### config.mk
export PLATFORM = sky130hd
export DESIGN_NAME = kbd_seg_top
export DESIGN_NICKNAME = d
export VERILOG_FILES = /design/src/rtl/kbd_seg_pkg.sv /design/src/rtl/kbd_fifo_if.sv /design/src/rtl/hex_entry.sv /design/src/rtl/kbd_seg_top.sv /design/src/rtl/ps2_kbd.sv /design/src/rtl/seg_serial.sv
export VERILOG_INCLUDE_DIRS = /design/src /design/src/rtl
export SDC_FILE = /design/constraint.sdc
export NUM_CORES = 1
export LEC_CHECK = 0
export ABC_AREA = 1
export BUFFER_PORTS_ARGS = -buffer_cell sky130_fd_sc_hd__buf_2
export CORE_MARGIN = 4
export CORE_UTILIZATION = 56
export CTS_BUF_LIST = sky130_fd_sc_hd__clkbuf_16
export CTS_CLUSTER_SIZE = 16
export DETAILED_ROUTE_END_ITERATION = 10
export GPL_ROUTABILITY_DRIVEN = 0
export HOLD_SLACK_MARGIN = 0.1
export PLACE_DENSITY = 0.72
export SLEW_MARGIN = 20
export SYNTH_ARGS = -nofsm -noshare
export SYNTH_HDL_FRONTEND = slang
export SYNTH_SLANG_ARGS = --single-unit
### constraint.sdc
create_clock -name clk200m -period 3.19 [get_ports clk200m]
set_input_delay 0.319 -clock clk200m [delete_from_list [all_inputs] [get_ports clk200m]]
set_output_delay 0.319 -clock clk200m [all_outputs]
set_load 0.005 [all_outputs]
### src/rtl/kbd_seg_consts.svh
// keyboard and display constants for FIFO depth, PS/2 filter, segment divider and key codes
`ifndef KBD_SEG_CONSTS_SVH
`define KBD_SEG_CONSTS_SVH

// scan codes held between receiver and decoder
`define KBD_FIFO_DEPTH 8

// equal samples needed before the PS/2 clock level is taken
`define PS2_FILTER_LEN 4

// seg_clk = clk200m / 2**SEG_DIV_BITS
`define SEG_DIV_BITS 3

// set 2 break prefix
`define KEY_BREAK 8'hF0

// escape clears the display word
`define KEY_ESC 8'h76

`endif

### src/rtl/kbd_seg_pkg.sv
// keyboard and display types shared by receiver, decoder and segment driver
`include "kbd_seg_consts.svh"

package kbd_seg_pkg;

    // one PS/2 set 2 scan code
    typedef logic [7:0] scan_code_t;

    // eight hex digits
    // digit 0 sits in bits 3:0 and shows right-most
    typedef logic [31:0] hex_word_t;

    // eight segment bytes, digit 7 in the top byte
    // byte layout dp,g,f,e,d,c,b,a
    // a lit segment is 0
    typedef logic [63:0] seg_frame_t;

    // fill count of the scan code FIFO from 0 to full
    typedef logic [$clog2(`KBD_FIFO_DEPTH+1)-1:0] fifo_level_t;

endpackage

### src/rtl/kbd_fifo_if.sv
// scan code queue link between the PS/2 receiver and the hex entry block
`timescale 1ns/1ps

interface kbd_fifo_if;

    kbd_seg_pkg::scan_code_t  code;
    logic                     ready;
    logic                     rd;
    kbd_seg_pkg::fifo_level_t level;

    // code is valid while ready is high
    // rd pops one entry
    modport source (
        output code,
        output ready,
        output level,
        input  rd
    );

    modport sink (
        input  code,
        input  ready,
        input  level,
        output rd
    );

endinterface

### src/rtl/hex_entry.sv
// hex entry block that pops scan codes and shifts hex key digits into the display word
`timescale 1ns/1ps
`include "kbd_seg_consts.svh"

module hex_entry (
    input  logic                    clk200m,
    input  logic                    rst_n,
    kbd_fifo_if.sink                fifo,
    output kbd_seg_pkg::hex_word_t  disp_word,
    output kbd_seg_pkg::scan_code_t last_code
);

    logic       pop;
    logic       brk_pend;
    logic [4:0] hex_val;

    // bit 4 marks a hex key
    // bits 3:0 hold the digit value
    function automatic logic [4:0] decode_hex(input kbd_seg_pkg::scan_code_t code);
        logic [4:0] val;
        case (code)
            8'h45:   val = {1'b1, 4'h0};
            8'h16:   val = {1'b1, 4'h1};
            8'h1E:   val = {1'b1, 4'h2};
            8'h26:   val = {1'b1, 4'h3};
            8'h25:   val = {1'b1, 4'h4};
            8'h2E:   val = {1'b1, 4'h5};
            8'h36:   val = {1'b1, 4'h6};
            8'h3D:   val = {1'b1, 4'h7};
            8'h3E:   val = {1'b1, 4'h8};
            8'h46:   val = {1'b1, 4'h9};
            8'h1C:   val = {1'b1, 4'hA};
            8'h32:   val = {1'b1, 4'hB};
            8'h21:   val = {1'b1, 4'hC};
            8'h23:   val = {1'b1, 4'hD};
            8'h24:   val = {1'b1, 4'hE};
            8'h2B:   val = {1'b1, 4'hF};
            default: val = 5'h00;
        endcase
        return val;
    endfunction

    // one pop per cycle while anything is queued
    assign pop     = fifo.ready;
    assign fifo.rd = pop;
    assign hex_val = decode_hex(fifo.code);

    always_ff @(posedge clk200m or negedge rst_n) begin
        if (!rst_n) begin
            brk_pend  <= 1'b0;
            disp_word <= '0;
            last_code <= '0;
        end else if (pop) begin
            if (fifo.code == `KEY_BREAK) begin
                brk_pend <= 1'b1;
            end else if (brk_pend) begin
                // released key is swallowed
                brk_pend <= 1'b0;
            end else begin
                last_code <= fifo.code;
                if (fifo.code == `KEY_ESC) begin
                    disp_word <= '0;
                end else if (hex_val[4]) begin
                    // new digit enters from the right
                    disp_word <= {disp_word[27:0], hex_val[3:0]};
                end
            end
        end
    end

endmodule

### src/rtl/kbd_seg_top.sv
// keyboard and display top level wiring the PS/2 receiver, hex entry and segment driver
`timescale 1ns/1ps

module kbd_seg_top (
    input  logic       clk200m,
    input  logic       rst_n,
    input  logic       ps2_clk,
    input  logic       ps2_data,
    output logic [7:0] leds,
    output logic       seg_clk,
    output logic       seg_clrn,
    output logic       seg_dout,
    output logic       seg_en
);

    kbd_seg_pkg::hex_word_t  disp_word;
    kbd_seg_pkg::scan_code_t last_code;

    kbd_fifo_if u_fifo_if ();

    ps2_kbd u_ps2_kbd (
        .clk200m  (clk200m),
        .rst_n    (rst_n),
        .ps2_clk  (ps2_clk),
        .ps2_data (ps2_data),
        .fifo     (u_fifo_if.source)
    );

    hex_entry u_hex_entry (
        .clk200m   (clk200m),
        .rst_n     (rst_n),
        .fifo      (u_fifo_if.sink),
        .disp_word (disp_word),
        .last_code (last_code)
    );

    seg_serial u_seg_serial (
        .clk200m   (clk200m),
        .rst_n     (rst_n),
        .disp_word (disp_word),
        .seg_clk   (seg_clk),
        .seg_clrn  (seg_clrn),
        .seg_dout  (seg_dout),
        .seg_en    (seg_en)
    );

    // last accepted make code
    assign leds = last_code;

endmodule

### src/rtl/ps2_kbd.sv
// PS/2 keyboard receiver with line sync, clock filter, frame check and scan code FIFO
`timescale 1ns/1ps
`include "kbd_seg_consts.svh"

module ps2_kbd (
    input  logic       clk200m,
    input  logic       rst_n,
    input  logic       ps2_clk,
    input  logic       ps2_data,
    kbd_fifo_if.source fifo
);

    localparam int PTR_W = $clog2(`KBD_FIFO_DEPTH);
    localparam int FLT_W = $clog2(`PS2_FILTER_LEN);

    logic [1:0]               clk_sync;
    logic [1:0]               data_sync;
    logic [FLT_W-1:0]         flt_cnt;
    logic                     clk_filt;
    logic                     clk_filt_q;
    logic                     fall;
    logic [9:0]               shift;
    logic [3:0]               bit_cnt;
    logic                     frame_ok;
    logic                     wr_req;
    kbd_seg_pkg::scan_code_t  wr_code;
    kbd_seg_pkg::scan_code_t  mem [`KBD_FIFO_DEPTH];
    logic [PTR_W-1:0]         wr_ptr;
    logic [PTR_W-1:0]         rd_ptr;
    kbd_seg_pkg::fifo_level_t count;
    logic                     do_wr;
    logic                     do_rd;

    function automatic logic [PTR_W-1:0] next_ptr(input logic [PTR_W-1:0] ptr);
        return (ptr == PTR_W'(`KBD_FIFO_DEPTH - 1)) ? '0 : ptr + 1'b1;
    endfunction

    // both lines idle high
    always_ff @(posedge clk200m or negedge rst_n) begin
        if (!rst_n) begin
            clk_sync   <= 2'b11;
            data_sync  <= 2'b11;
            flt_cnt    <= '0;
            clk_filt   <= 1'b1;
            clk_filt_q <= 1'b1;
        end else begin
            clk_sync   <= {clk_sync[0], ps2_clk};
            data_sync  <= {data_sync[0], ps2_data};
            clk_filt_q <= clk_filt;
            // new level only after a run of equal samples
            if (clk_sync[1] == clk_filt) begin
                flt_cnt <= '0;
            end else if (flt_cnt == FLT_W'(`PS2_FILTER_LEN - 1)) begin
                flt_cnt  <= '0;
                clk_filt <= clk_sync[1];
            end else begin
                flt_cnt <= flt_cnt + 1'b1;
            end
        end
    end

    assign fall = clk_filt_q & ~clk_filt;

    // shift holds start, d0..d7, parity with start in bit 0
    // stop bit is the live sample on the eleventh edge
    assign frame_ok = ~shift[0] & (^shift[9:1]) & data_sync[1];

    always_ff @(posedge clk200m or negedge rst_n) begin
        if (!rst_n) begin
            bit_cnt <= '0;
            wr_req  <= 1'b0;
        end else begin
            wr_req <= 1'b0;
            if (fall) begin
                if (bit_cnt == 4'd10) begin
                    bit_cnt <= '0;
                    wr_req  <= frame_ok;
                end else begin
                    bit_cnt <= bit_cnt + 1'b1;
                end
            end
        end
    end

    always_ff @(posedge clk200m) begin
        if (fall) begin
            if (bit_cnt == 4'd10) begin
                wr_code <= shift[8:1];
            end else begin
                shift <= {data_sync[1], shift[9:1]};
            end
        end
    end

    // full FIFO drops the new code
    assign do_wr = wr_req && (count != `KBD_FIFO_DEPTH);
    assign do_rd = fifo.rd && fifo.ready;

    always_ff @(posedge clk200m) begin
        if (do_wr) begin
            mem[wr_ptr] <= wr_code;
        end
    end

    always_ff @(posedge clk200m or negedge rst_n) begin
        if (!rst_n) begin
            wr_ptr <= '0;
            rd_ptr <= '0;
            count  <= '0;
        end else begin
            if (do_wr) begin
                wr_ptr <= next_ptr(wr_ptr);
            end
            if (do_rd) begin
                rd_ptr <= next_ptr(rd_ptr);
            end
            case ({do_wr, do_rd})
                2'b10:   count <= count + 1'b1;
                2'b01:   count <= count - 1'b1;
                default: count <= count;
            endcase
        end
    end

    assign fifo.code  = mem[rd_ptr];
    assign fifo.ready = (count != '0);
    assign fifo.level = count;

endmodule

### src/rtl/seg_serial.sv
// serial segment driver that encodes the display word and shifts 64-bit frames out
`timescale 1ns/1ps
`include "kbd_seg_consts.svh"

module seg_serial (
    input  logic                   clk200m,
    input  logic                   rst_n,
    input  kbd_seg_pkg::hex_word_t disp_word,
    output logic                   seg_clk,
    output logic                   seg_clrn,
    output logic                   seg_dout,
    output logic                   seg_en
);

    localparam int FRAME_BITS   = 64;
    localparam int IDLE_PERIODS = 4;
    localparam int LAST_PER     = FRAME_BITS + IDLE_PERIODS - 1;

    logic [`SEG_DIV_BITS-1:0] div;
    logic                     tick;
    logic [6:0]               per_cnt;
    kbd_seg_pkg::seg_frame_t  shreg;
    kbd_seg_pkg::seg_frame_t  frame_next;

    // active low dp,g,f,e,d,c,b,a with dp dark
    function automatic logic [7:0] hex_to_seg(input logic [3:0] nib);
        logic [7:0] seg;
        case (nib)
            4'h0:    seg = 8'hC0;
            4'h1:    seg = 8'hF9;
            4'h2:    seg = 8'hA4;
            4'h3:    seg = 8'hB0;
            4'h4:    seg = 8'h99;
            4'h5:    seg = 8'h92;
            4'h6:    seg = 8'h82;
            4'h7:    seg = 8'hF8;
            4'h8:    seg = 8'h80;
            4'h9:    seg = 8'h90;
            4'hA:    seg = 8'h88;
            4'hB:    seg = 8'h83;
            4'hC:    seg = 8'hC6;
            4'hD:    seg = 8'hA1;
            4'hE:    seg = 8'h86;
            default: seg = 8'h8E;
        endcase
        return seg;
    endfunction

    // digit i lands in byte i so digit 7 leaves first
    function automatic kbd_seg_pkg::seg_frame_t encode_word(input kbd_seg_pkg::hex_word_t w);
        kbd_seg_pkg::seg_frame_t f;
        for (int i = 0; i < 8; i++) begin
            f[i*8 +: 8] = hex_to_seg(w[i*4 +: 4]);
        end
        return f;
    endfunction

    assign frame_next = encode_word(disp_word);

    // tick marks the cycle before seg_clk falls
    assign tick     = &div;
    assign seg_clk  = div[`SEG_DIV_BITS-1];
    assign seg_dout = shreg[FRAME_BITS-1];

    // reset starts in the idle gap with the display held clear
    always_ff @(posedge clk200m or negedge rst_n) begin
        if (!rst_n) begin
            div      <= '0;
            per_cnt  <= 7'(FRAME_BITS);
            seg_en   <= 1'b0;
            seg_clrn <= 1'b0;
            shreg    <= '1;
        end else begin
            div <= div + 1'b1;
            if (tick) begin
                if (per_cnt == 7'(LAST_PER)) begin
                    per_cnt  <= '0;
                    seg_en   <= 1'b1;
                    seg_clrn <= 1'b1;
                    shreg    <= frame_next;
                end else begin
                    per_cnt <= per_cnt + 1'b1;
                    // ones fill in behind so the line idles high
                    shreg   <= {shreg[FRAME_BITS-2:0], 1'b1};
                    if (per_cnt == 7'(FRAME_BITS - 1)) begin
                        seg_en <= 1'b0;
                    end
                end
            end
        end
    end

endmodule

### Word level (Yosys, flattened, before mapping)

Memories as Yosys holds them, arrays and structs flattened.
Cells that the tools add are included.

| word-level totals | value |
|---|---|
| bits in registers | 158 |
| latch bits | 0 |
| bits in writable memories | 64 |
| bits in read-only memories | 896 |
| input port bits | 4 |
| output and inout port bits | 12 |
| word-level logic and storage cells | 106 |
| memories | 9 |

Memory list:

| memory | words | bits a word | rd ports | clocked after Yosys merged registers in | write ports | RTL line | source |
|---|---|---|---|---|---|---|---|
| (name not given) | 16 | 7 | 1 | 0 | 0 | seg_serial.sv:28 | `case (nib)` |
| (name not given) | 16 | 7 | 1 | 0 | 0 | seg_serial.sv:28 |  |
| (name not given) | 16 | 7 | 1 | 0 | 0 | seg_serial.sv:28 |  |
| (name not given) | 16 | 7 | 1 | 0 | 0 | seg_serial.sv:28 |  |
| (name not given) | 16 | 7 | 1 | 0 | 0 | seg_serial.sv:28 |  |
| (name not given) | 16 | 7 | 1 | 0 | 0 | seg_serial.sv:28 |  |
| +3 memories | - | - | - | - | - | - |  |

| cells by class | value |
|---|---|
| add/subtract/negate cells | 8 |
| multipliers | 0 |
| divide/modulo/power cells | 0 |
| order comparisons | 0 |
| equal/unequal tests | 28 |
| shift-type cells | 0 |
| multiplexer cells | 18 |
| bitwise operators | 9 |
| reduce and logical (&&, ||, !) cells | 14 |

Operators with widths:

| operator | number |
|---|---|
| $eq A8 B6 Y1 const B | 11 |
| $pmux W5 S16 | 1 |
| $mux W32 | 2 |
| $mux W64 | 1 |
| $eq A8 B5 Y1 const B | 3 |
| $eq A8 B7 Y1 const B | 3 |
| $reduce_and A4 Y1 | 3 |
| $add A3 B1 Y3 const B | 3 |
| $reduce_xor A9 Y1 | 1 |
| $add A4 B1 Y4 const B | 2 |
| $eq A8 B8 Y1 const B | 1 |
| $pmux W4 S2 | 1 |
| $add A7 B1 Y7 const B | 1 |
| $eq A7 B6 Y1 const B | 1 |
| $eq A7 B7 Y1 const B | 1 |
| $mux W1 | 7 |
| $mux W7 | 1 |
| $eq A3 B3 Y1 const B | 2 |
| $mux W3 | 2 |
| $not A1 Y1 | 6 |
| $reduce_and A2 Y1 | 3 |
| $reduce_and A3 Y1 | 2 |
| $reduce_bool A2 Y1 | 3 |
| $eq A2 B2 Y1 const B | 2 |
| 11 further kinds | 14 |

### Depth between registers and ports, before layout

Gate-level depths: netlist of run 1.

| depth | value |
|---|---|
| depth in word-level cells | 5 |
| depth in mapped cells | 20 |
| mapped depth without buffers | 17 |

### Cells and area by module

A second synthesis of run 1 with hierarchy kept.

| second synthesis, totals | value |
|---|---|
| cell total of the unflattened synthesis | 1,411 |
| area total of the unflattened synthesis | 11,937.7 um^2 |

Modules (own cells, without submodules):

| module | times used | cells each | area each (um^2) | seq. area each (um^2) |
|---|---|---|---|---|
| seg_serial | 1 | 808 | 5,557.8 | 1,983.2 |
| ps2_kbd | 1 | 358 | 4,269.1 | 3,045.4 |
| hex_entry | 1 | 245 | 2,110.8 | 1,026.0 |

### Worst setup path before layout of run 1

OpenSTA, ideal clock, no wires.

| timing path | value |
|---|---|
| kind | reg-to-reg |
| from | register u_ps2_kbd.count[1], in the netlist u_ps2_kbd.fifo.level[1] |
| to | register u_ps2_kbd.count[3], in the netlist u_ps2_kbd.fifo.level[3] |
| library setup time | 122 ps |
| arrival time | 2,005 ps |
| data required time | 3,068 ps |
| path slack | 1,064 ps |
| cell stages (with the launch flop) | 14 |
| buffers on the path | 0 |
| period minus slack after synthesis | 2,126 ps |
| cells stage by stage | dfrtp_1 > nor2_1 > inv_1 > nor3_1 > inv_2 > ha_1 > ha_1 > nand2_1 > nor2_1 > a211oi_1 > nor2_1 > nor2_1 > nand2_1 > xor2_1 |

| on the way | value |
|---|---|
| cells in the longest elaborated chain, start to end | 4 |
| elaborated cells on any way between the ends | 9 |
| classes of those cells | 2 x add/sub; 3 x eq/ne; 1 x mux; 3 x reduce/logical |

Ends and longest elaborated chain:

| item | RTL line | source |
|---|---|---|
| start: declaration | ps2_kbd.sv:30 | `kbd_seg_pkg::fifo_level_t count;` |
| start signal: assignment | ps2_kbd.sv:118 | `2'b10: count <= count + 1'b1;` |
| start signal: assignment | ps2_kbd.sv:119 | `2'b01: count <= count - 1'b1;` |
| start signal: assignment | ps2_kbd.sv:120 | `default: count <= count;` |
| $ne A4 B4 Y1 (no source line) | - |  |
| $logic_and A1 B1 Y1 | ps2_kbd.sv:96 | `` assign do_wr = wr_req && (count != `KBD_FIFO_DEPTH); `` |
| $eq A2 B1 Y1 or $eq A2 B2 Y1 (tied branches) | ps2_kbd.sv:117 | `case ({do_wr, do_rd})` |
| $pmux W4 S2 or $reduce_bool A2 Y1 (tied branches) | - |  |

Parallel ways exist; a longest one is shown, timed or not.
A chain may end at the register's enable or synchronous reset.

### Final worst setup path of run 1

| timing path | value |
|---|---|
| from | register u_ps2_kbd.rd_ptr[1] |
| to | register u_hex_entry.disp_word[26] |

| on the way | value |
|---|---|
| cells in the longest elaborated chain, start to end | 5 |
| elaborated cells on any way between the ends | 24 |
| classes of those cells | 18 x eq/ne; 2 x mux; 1 x bitwise; 2 x reduce/logical; 1 x memory |

Ends and longest elaborated chain:

| item | RTL line | source |
|---|---|---|
| start: declaration | ps2_kbd.sv:29 | `logic [PTR_W-1:0] rd_ptr;` |
| start signal: assignment | ps2_kbd.sv:115 | `rd_ptr <= next_ptr(rd_ptr);` |
| $mem_v2 Z8 W8 (*) | - |  |
| $eq A8 B6 Y1 (tied with other cells) | hex_entry.sv:21 | `case (code)` |
| $pmux W5 S16 | hex_entry.sv:21 |  |
| $reduce_bool A2 Y1 (no source line) | - |  |
| $reduce_and A4 Y1 (no source line) | - |  |
| end signal: assignment | hex_entry.sv:65 | `disp_word <= {disp_word[27:0], hex_val[3:0]};` |
| end: declaration | hex_entry.sv:9 | `output kbd_seg_pkg::hex_word_t disp_word,` |

Every way passes the cells marked *; elsewhere a longest branch is shown, timed or not.

==> results by group, run 1 <==
Die
  – Die H: 153 µm
  – Die Area: 23400 µm²
  – FP Rows: 52
  – Initial Util: 57.6%
  – Core box area: 20400 µm²
  – Die W: 153 µm
  – Ports: 16

Critical path
  – Critical Path Source: u_ps2_kbd.rd_ptr[1]
  – CP Capture Type: flop
  – Startpoint Class: flop
  – Worst Path Max Fanout: 32
  – Crit Reg-Reg Startpoint: u_ps2_kbd.rd_ptr[1]
  – Crit path DAT: 3.13 ns
  – Critical path required time: 3.59 ns
  – Kind of critical path: flop to flop
  – Worst r2r path cells: 15

CTS
  – H-tree depth: 1
  – Post-CTS setup buffers: 0
  – Post-cts sizing count: 0
  – TritonCTS clock tree: built
  – Cts hold-fix bufs: 3
  – CTS Buffer Depth: 3
  – Clock sink count: 222
  – Clock latency on the worst-skew pair: 0.52 ns
  – Clk slew on worst S/H paths: 0.06 ns
  – Root buf cell: clkbuf_16
  – CTS buffer count: 25

Power and ir drop
  – Maximum vdd ir drop: 483 µV
  – Pwr dens: 703 nW/µm²
  – Pwr Total: 8.98 mW
  – Leak Pwr: 5.85 nW

Timing
  – Peak Freq: 0.366 GHz
  – RSZ-0062 raised after global routing: no
  – Hold Violations, Final: 0
  – Max Clock Skew: 0.0118 ns
  – Final Cycle Share: 85.7%
  – Final slew viol count: 0
  – Worst Tran Pin Value: 1.03 ns
  – Worst slew margin: 31.2%
  – Tmin final: 2.73 ns
  – Hold slack final: 0.351 ns
  – Sum Neg Setup Slack: 0 ns
  – Final number of setup-violating endpoints: 0
  – Setup ws final: 0.458 ns

GRT
  – Initial antenna violation count: 0
  – Pin count of the biggest net entering global routing: 68
  – Vias in the first global route: 8264
  – GRT Total Usage: 20.3%
  – Grt total ovfl: 0
  – Global-route wire length before repair: 40.5 mm

Synth
  – Synth area leader: edfxtp_1
  – Syn nets: 1409
  – Synth warn: 0
  – Synth Area in Compound Gates: 9.79%
  – Post-Synth Adder-Cell Area: 6.44%
  – XOR/XNOR Fraction of Synth Area: 1.12%
  – Post-synthesis mux area share: 0%
  – Simple-gate portion of the synthesized area: 23.2%
  – Avg Cell Area, Syn: 8.75 µm²
  – Ys async rst share: 63.1%
  – Library cells used by synthesis: 46
  – Share of the synthesized area in the top cell type: 20.9%
  – Cells after Synth: 1345
  – Sequential-to-total area share from yosys stat: 51.4%
  – Yosys reg bits: 222
  – Mapped cell area: 11800 µm²
  – Top post-synthesis cells by area: edfxtp_1, dfstp_2, dfrtp_1, nand2_1, ha_1
  – Largest family of logic cells by synthesized area: simple AND/OR/NAND/NOR gates
  – Post-synth EDFFs: 82
  – Synth Flop Type: edfxtp_1

Detailed routing
  – Remaining DRCs: 0
  – Via count: 8808
  – Drt pass-1 iters: 5
  – 1st-iter DRT viols: 702
  – Wirelength per Cell: 14.4 µm
  – Post-Route WL: 23.6 mm
  – Post-route ant nets: 0
  – Vias per cell: 5.37

Layout
  – Most frequent cells in the layout: nand2_1, inv_1, nand3_1
  – Final Util: 62.6%
  – Diodes inserted: 0
  – Area Overhead vs Synth: 8.62%
  – # fillers: 1718
  – Commonest non-fill, non-tap cell in the layout: nand2_1
  – Final #Nets: 1415
  – Layout cells sized above 1: 13.5%

Placement
  – Dpl hpwl: 15.7 mm
  – Port Buffers: 15
  – Worst slack at placement: 0.515 ns

Flow run
  – Max Cap Viol: 0

Outcome
  – Status: completed

Min path
  – Worst Hold Class: input port to async pin
==> synth_stat cells (27+ instances only) <==
| master | instances |
|---|---|
| o211ai_1 | 27 |
| a21oi_1 | 45 |
| nor2_1 | 114 |
| nand2_1 | 368 |
| ha_1 | 59 |
| dfrtp_1 | 69 |
| dfstp_2 | 71 |
| inv_1 | 151 |
| clkbuf_1 | 28 |
| nand3_1 | 116 |
| o21ai_0 | 56 |
| edfxtp_1 | 82 |
==> worst max-delay path, cell delays in order, from the launching register on <==
cell and delay [ns]:
dfrtp_1 0.72, inv_4 0.20, nand3_1 0.13, nand3_1 0.08
nand2_2 0.14, nand2_1 0.14, nor2_1 0.19, nand2_1 0.10
nand2_1 0.08, inv_2 0.04, nand2_2 0.06, nor2_2 0.04
nand3_2 0.07, nand2_2 0.36, nand2_1 0.18, nand2_1 0.07
==> area by class of cell <==
cell class | count | area [µm²] | share of cell area, %
clock inverters | 20 | 118 | 0.920
well taps | 270 | 338 | 2.64
clock buffers | 25 | 626 | 4.89
repair buffers | 35 | 251 | 1.97
flip-flops and latches | 222 | 6050 | 47.3
inverters | 164 | 621 | 4.85
multi-input cells | 903 | 4780 | 37.4
==> layer usage <==
layer | GRT usage, % | share of wire (%) | routed length [µm] | vias to the layer above
met3 | 2.86 | 4.4 | 1030 | 35
met5 | 0 | 0 | 0 | -
li1 | - | - | - | 4408
met4 | 4.88 | 2.0 | 466 | 0
met2 | 31.0 | 44 | 10400 | 199
met1 | 31.0 | 50 | 11700 | 4166
==> state kept, by name, summed over array words and instances, names as in the netlist, 2 cells and up <==
signal	flops
u_ps2_kbd.flt_cnt	2
u_seg_serial.div	3
u_ps2_kbd.mem	64
u_ps2_kbd.rd_ptr	3
u_ps2_kbd.clk_sync	2
u_ps2_kbd.wr_ptr	3
u_seg_serial.shreg	64
u_seg_serial.per_cnt	7
u_ps2_kbd.fifo.level	4
u_hex_entry.last_code	8
u_ps2_kbd.data_sync	2
u_hex_entry.disp_word	32
u_ps2_kbd.shift	10
u_ps2_kbd.bit_cnt	4
u_ps2_kbd.wr_code	8
==> cells by family after synthesis <==
| group | after synthesis |
|---|---|
| simple gates | 645 |
| flops | 222 |
| buf+inv | 220 |
| compound gates | 183 |
| fa+ha+maj | 60 |
| xor+xnor | 15 |
==> power breakdown <==
| part | internal (mW) | leakage, nW | switching [mW] |
|---|---|---|---|
| clock | 1.50 | 0.372 | 1.10 |
| sequential | 3.31 | 2.37 | 0.283 |
| combinational | 0.954 | 3.10 | 1.84 |
| total | 5.76 | 5.85 | 3.22 |
==> per-stage QoR <==
| step | cells | area [µm²] |
|---|---|---|
| after floorplan | 1345 | 11800 |
| after global placement | 1591 | 12000 |
| after detailed placement | 1591 | 12000 |
| after CTS | 1639 | 12800 |
| after global routing | 1639 | 12800 |
| final | 1639 | 12800 |
==> final timing paths <==
kind | slack, ns | endpoint
max in group asynchronous | 2.03 | u_seg_serial.shreg[27]
min in group clk200m | 0.35 | u_ps2_kbd.clk_sync[1]
hold / removal | 0.35 | u_hex_entry.last_code[4]
hold reg to reg | 0.35 | u_ps2_kbd.clk_sync[1]
setup reg to reg | 0.46 | u_hex_entry.disp_word[26]
setup / recovery | 0.46 | u_hex_entry.disp_word[26]
No activity file was read; power rests on OpenSTA's default activity.
==> run 2, diff against run 1 <==
==> constraint.sdc (replaced) <==
create_clock -name clk200m -period 3.5 [get_ports clk200m]
set_input_delay 0.35 -clock clk200m [delete_from_list [all_inputs] [get_ports clk200m]]
set_output_delay 0.35 -clock clk200m [all_outputs]
set_load 0.005 [all_outputs]
==> run 2 against run 1 <==
Cell count shrank 0.18%. Die area is the same. Clock-buffer cell count is the same. Clock skew shrank 0.0031 ns. Fmax shrank 14%.
==> results by group, run 2 (synthesized netlist as in run 1, its figures left out) <==
Outcome
  – Status: completed

Detailed routing
  – Post-route ant nets: 0
  – 1st-iter DRT viols: 691
  – Vias per cell: 5.46
  – Via count: 8928
  – Remaining DRCs: 0
  – Drt pass-1 iters: 6
  – Wirelength per Cell: 14.8 µm
  – Post-Route WL: 24.2 mm

Critical path
  – CP peak stage delay: 0.83 ns
  – Crit Reg-Reg Startpoint: u_seg_serial.per_cnt[0]
  – Worst Path Max Fanout: 29
  – Kind of critical path: flop to flop
  – Buf+Inv Stages, Crit Path: 2
  – Reg2reg end: u_seg_serial.shreg[6]
  – Worst r2r path cells: 7
  – Slowest CP cell: clkinv_1
  – R2R Setup Slk: 0.34 ns
  – Crit-path cells: ha_1 > inv_1 > nor3_1 > nand3_1 > nor2_2 > clkinv_1 > o311ai_0
  – CP Capture Type: flop
  – Largest delay share family, worst path: buffers and inverters
  – Crit path DAT: 3.54 ns
  – Critical path required time: 3.88 ns
  – Startpoint Class: flop

CTS
  – Post-CTS setup buffers: 0
  – H-tree depth: 1
  – CTS buffer count: 25
  – Root buf cell: clkbuf_16
  – Clock sink count: 222
  – Post-cts sizing count: 0
  – CTS Buffer Depth: 3
  – Clk slew on worst S/H paths: 0.06 ns
  – TritonCTS clock tree: built
  – Clock latency on the worst-skew pair: 0.52 ns

Die
  – FP Rows: 52
  – Die Area: 23400 µm²
  – Die W: 153 µm
  – Initial Util: 57.6%
  – Ports: 16
  – Die H: 153 µm
  – Core box area: 20400 µm²

Layout
  – Area Overhead vs Synth: 8.91%
  – Commonest non-fill, non-tap cell in the layout: nand2_1
  – Layout cells sized above 1: 13.4%
  – Design area: 12800 µm²
  – Biggest regs: u_ps2_kbd.mem: 64 flops, u_seg_serial.shreg: 64 flops, u_hex_entry.disp_word: 32 flops
  – Final #Nets: 1411
  – # fillers: 1730
  – Most frequent cells in the layout: nand2_1, inv_1, nand3_1
  – Diodes inserted: 0

Timing
  – Max Clock Skew: 0.00871 ns
  – RSZ-0062 raised after global routing: no
  – Final Cycle Share: 90.4%
  – Worst slew margin: 30.9%
  – Worst Tran Pin Value: 1.03 ns
  – Sum Neg Setup Slack: 0 ns
  – Hold slack final: 0.354 ns
  – Tmin final: 3.16 ns
  – Hold Violations, Final: 0
  – Final slew viol count: 0
  – Peak Freq: 0.316 GHz
  – Final number of setup-violating endpoints: 0

Min path
  – Worst Hold Class: input port to async pin

Power and ir drop
  – Pwr dens: 653 nW/µm²
  – Maximum vdd ir drop: 368 µV
  – Sw Pwr: 2.98 mW
  – Leak Pwr: 5.88 nW
  – P_int: 5.39 mW
  – Clk network pwr share: 30.5%
  – Flop pwr share: 39.4%
  – Gate power share: 30.1%
  – Switching share of power: 35.6%

Placement
  – Port Buffers: 15
  – Placed cell area: 12000 µm²
  – Dpl hpwl: 15.8 mm

Flow run
  – Max Cap Viol: 0

GRT
  – Met1 GRT Util: 31.4%
  – Met3 Track Usage GR: 2.54%
  – Initial antenna violation count: 0
  – Vias in the first global route: 8612
  – Met2 Use GR: 33.1%
  – GRT Total Usage: 21.1%
  – GR peak layer: met2
  – Pin count of the biggest net entering global routing: 61
  – Global-route wire length before repair: 42.0 mm
  – Grt total ovfl: 0
[run 2: worst max-delay path by stage]
stage                                  startpoint                         to  cells past startpoint
after floorplan           u_ps2_kbd.fifo.level[1]    u_ps2_kbd.fifo.level[3]                     13
after global placement        u_ps2_kbd.rd_ptr[2]  u_hex_entry.disp_word[21]                     12
after detailed placement      u_ps2_kbd.rd_ptr[2]  u_hex_entry.disp_word[22]                     13
after CTS                     u_ps2_kbd.rd_ptr[2]   u_hex_entry.disp_word[1]                     13
after global routing      u_seg_serial.per_cnt[0]     u_seg_serial.shreg[62]                      7
final                     u_seg_serial.per_cnt[0]      u_seg_serial.shreg[6]                      7
[run 2: layer usage]
layer | wire, µm | vias up
li1 | - | 4401
met1 | 11600 | 4267
met2 | 10800 | 212
met3 | 1180 | 48
met4 | 554 | 0
met5 | 0 | -
[run 2: area by class of cell]
| class | instances | area, µm² | area share [%] |
|---|---|---|---|
| flip-flops and latches | 222 | 6050 | 47.2 |
| multi-input cells | 903 | 4780 | 37.3 |
| clock buffers | 25 | 626 | 4.88 |
| inverters | 164 | 621 | 4.84 |
| well taps | 270 | 338 | 2.63 |
| repair buffers | 31 | 221 | 1.73 |
| clock inverters | 21 | 181 | 1.42 |
[run 2: power groups by stage]
stage	Clock (mW)	Sequential, mW	Combinational [mW]
finish	2.55	3.30	2.52
CTS	2.61	3.30	2.51
global route	2.73	3.34	2.89
global placement	0	3.33	2.45
detailed placement	0	3.34	2.50
floorplan	0	3.21	2.15
[run 2: worst register-to-register path: stages (launching register included)]
cell and delay (ns):
dfrtp_1 0.37, ha_1 0.21, inv_1 0.05, nor3_1 0.13, nand3_1 0.46, nor2_2 0.28, clkinv_1 0.83, o311ai_0 0.70
[run 2: per-stage QoR]
| stage | setup slack (ns) | utilization, % | total power [mW] | std cells |
|---|---|---|---|---|
| 2_1_floorplan | 1.37 | - | 5.36 | 1345 |
| 3_3_place_gp | 0.778 | 58.7 | 5.78 | 1587 |
| 3_5_place_dp | 0.715 | 58.7 | 5.84 | 1587 |
| 4_1_cts | 0.685 | 62.8 | 8.42 | 1636 |
| 5_1_grt | 0.0462 | 62.8 | 8.97 | 1636 |
| 6_report | 0.337 | 62.8 | 8.37 | 1636 |
[run 2: repair_timing]
action	4_1_cts	5_1_grt
endpoints found under the setup margin	0	0
hold buffers	3	0
hold endpoints to repair	32	0
==> run 3, diff against run 2 <==
--- a/config.mk
+++ b/config.mk
@@ -9,13 +9,13 @@
 export ABC_AREA = 1
 export BUFFER_PORTS_ARGS = -buffer_cell sky130_fd_sc_hd__buf_2
 export CORE_MARGIN = 4
-export CORE_UTILIZATION = 56
+export CORE_UTILIZATION = 55
 export CTS_BUF_LIST = sky130_fd_sc_hd__clkbuf_16
 export CTS_CLUSTER_SIZE = 16
 export DETAILED_ROUTE_END_ITERATION = 10
 export GPL_ROUTABILITY_DRIVEN = 0
 export HOLD_SLACK_MARGIN = 0.1
-export PLACE_DENSITY = 0.72
+export PLACE_DENSITY = 0.71
 export SLEW_MARGIN = 20
 export SYNTH_ARGS = -nofsm -noshare
 export SYNTH_HDL_FRONTEND = slang
==> run 3 against run 2 <==
Fmax is 5.9% higher. Sequential share of layout area is 0.20 points lower. Global-route usage is 0.55 points lower. Critical path depth is 6 higher. Register-to-register slack better by 0.18 ns. Routed wire length is 0.35% lower. Largest cell class unchanged. Highest routed layer unchanged.
==> results by group, run 3 (synthesized netlist as in run 1, its figures left out) <==
GRT
  – Grt total ovfl: 0
  – Vias in the first global route: 8348
  – Pin count of the biggest net entering global routing: 68
  – GRT Total Usage: 20.6%
  – Global-route wire length before repair: 41.3 mm
  – Initial antenna violation count: 0

Min path
  – Hold path cells: 0
  – Hold wc startpoint: u_ps2_kbd.clk_sync[0]
  – Worst hold endpoint: u_ps2_kbd.clk_sync[1]
  – Worst Hold Class: flop to flop

Layout
  – Register area: 6050 µm²
  – Commonest non-fill, non-tap cell in the layout: nand2_1
  – Biggest regs: u_ps2_kbd.mem: 64 flops, u_seg_serial.shreg: 64 flops, u_hex_entry.disp_word: 32 flops
  – Area Overhead vs Synth: 9.37%
  – Multi-input logic area: 4780 µm²
  – Most frequent cells in the layout: nand2_1, inv_1, nand3_1
  – Final #Nets: 1412
  – Layout cells sized above 1: 13.5%
  – Diodes inserted: 0
  – # fillers: 1786

Power and ir drop
  – P_int: 5.55 mW
  – Switching share of power: 35.0%
  – Flop pwr share: 38.6%
  – Sw Pwr: 2.99 mW
  – Clk network pwr share: 31.8%
  – Gate power share: 29.6%
  – Leak Pwr: 5.89 nW
  – Maximum vdd ir drop: 519 µV
  – Pwr dens: 663 nW/µm²

Die
  – Ports: 16
  – FP Rows: 53
  – Initial Util: 56.0%
  – Die W: 154 µm
  – Die H: 154 µm
  – Die Area: 23800 µm²
  – Core box area: 21000 µm²

Detailed routing
  – Post-Route WL: 24.1 mm
  – Wirelength per Cell: 14.7 µm
  – Post-route ant nets: 0
  – Drt pass-1 iters: 5
  – Vias per cell: 5.34
  – Via count: 8776
  – 1st-iter DRT viols: 532
  – Remaining DRCs: 0

Timing
  – Final slew viol count: 0
  – Max Clock Skew: 0.0142 ns
  – Sum Neg Setup Slack: 0 ns
  – Worst Tran Pin Value: 1.13 ns
  – Final Cycle Share: 85.3%
  – RSZ-0062 raised after global routing: no
  – Hold Violations, Final: 0
  – Worst slew margin: 24.7%
  – Final number of setup-violating endpoints: 0
  – Tmin final: 2.99 ns
  – Peak Freq: 0.335 GHz
  – Hold slack final: 0.356 ns

Critical path
  – Startpoint Class: flop
  – R2R Setup Slk: 0.51 ns
  – Kind of critical path: flop to flop
  – Crit Reg-Reg Startpoint: u_ps2_kbd.rd_ptr[0]
  – Worst Path Max Fanout: 32
  – Worst r2r path cells: 13
  – Critical path required time: 3.89 ns
  – CP Capture Type: flop
  – Crit path DAT: 3.38 ns
  – Reg2reg end: u_hex_entry.disp_word[17]

Flow run
  – Max Cap Viol: 0

Outcome
  – Status: completed

CTS
  – Clk slew on worst S/H paths: 0.06 ns
  – H-tree depth: 1
  – Post-CTS setup buffers: 0
  – TritonCTS clock tree: built
  – Clock sink count: 222
  – Clock latency on the worst-skew pair: 0.52 ns
  – CTS buffer count: 25
  – CTS Buffer Depth: 3
  – Root buf cell: clkbuf_16

Placement
  – Port Buffers: 15
  – Dpl hpwl: 15.8 mm
==> run 3: layout make-up <==
| cell class | count | share of cell area (%) |
|---|---|---|
| clock buffer | 25 | 4.86 |
| clock inverter | 21 | 1.83 |
| inverter | 164 | 4.82 |
| multi-input combinational | 903 | 37.1 |
| sequential | 222 | 47.0 |
| tap | 275 | 2.67 |
| timing repair buffer | 32 | 1.68 |
==> run 3: per-layer routing <==
metal  track usage (%)  part of all wire [%]  up-vias
li1                  -                     -     4414
met1              28.0                    45     4155
met2              35.2                    49      159
met3              2.35                   3.3       48
met4              5.68                   2.6        0
met5                 0                     0        -
==> run 3: critical path, stage by stage, from the launching register on <==
cell     delay (ns)
dfrtp_1        0.74
buf_4          0.33
nand2_1        0.08
nand3_1        0.10
nand2_1        0.06
nand2_1        0.05
nand2_1        0.09
nand2_1        0.19
nor2_1         0.07
a31o_2         0.23
nor2_4         0.21
nand2_2        0.43
nand2_1        0.18
nand2_1        0.07
==> run 3: how the worst max path moves through the flow <==
| stage | start | to | slack [ns] | depth (start not counted) |
|---|---|---|---|---|
| 6_report | u_ps2_kbd.rd_ptr[0] | u_hex_entry.disp_word[17] | 0.51 | 13 |
| 5_1_grt | u_ps2_kbd.rd_ptr[0] | u_hex_entry.disp_word[17] | 0.15 | 17 |
| 4_1_cts | u_ps2_kbd.rd_ptr[0] | u_hex_entry.disp_word[31] | 0.53 | 13 |
| 3_5_place_dp | u_ps2_kbd.rd_ptr[0] | u_hex_entry.disp_word[17] | 0.56 | 13 |
| 3_3_place_gp | u_ps2_kbd.rd_ptr[0] | u_hex_entry.disp_word[31] | 0.66 | 14 |
| 2_1_floorplan | u_ps2_kbd.fifo.level[1] | u_ps2_kbd.fifo.level[3] | 1.37 | 13 |
==> run 3: power by group through the flow <==
stage / Sequential [mW] / Clock (mW) / Combinational [mW]
after CTS: 3.29 / 2.78 / 2.53
final: 3.29 / 2.72 / 2.53
after detailed placement: 3.33 / 0 / 2.51
after global routing: 3.34 / 2.90 / 2.87
after floorplan: 3.21 / 0 / 2.15
after global placement: 3.33 / 0 / 2.45
==> run 3: timing repair <==
action                                 4_1_cts  5_1_grt
gates resized for setup                      0        0
hold buffers                                 3        0
endpoints found under the hold margin       38        0
==> run 3: through the flow <==
step | cell area [µm²] | total power [mW] | utilization, % | worst slack [ns] | cells
after floorplan | 11800 | 5.36 | - | 1.37 | 1345
after global placement | 12000 | 5.78 | 57.0 | 0.665 | 1593
after detailed placement | 12000 | 5.84 | 57.0 | 0.564 | 1593
after CTS | 12900 | 8.60 | 61.3 | 0.529 | 1642
after global routing | 12900 | 9.11 | 61.3 | 0.147 | 1642
final | 12900 | 8.53 | 61.3 | 0.513 | 1642
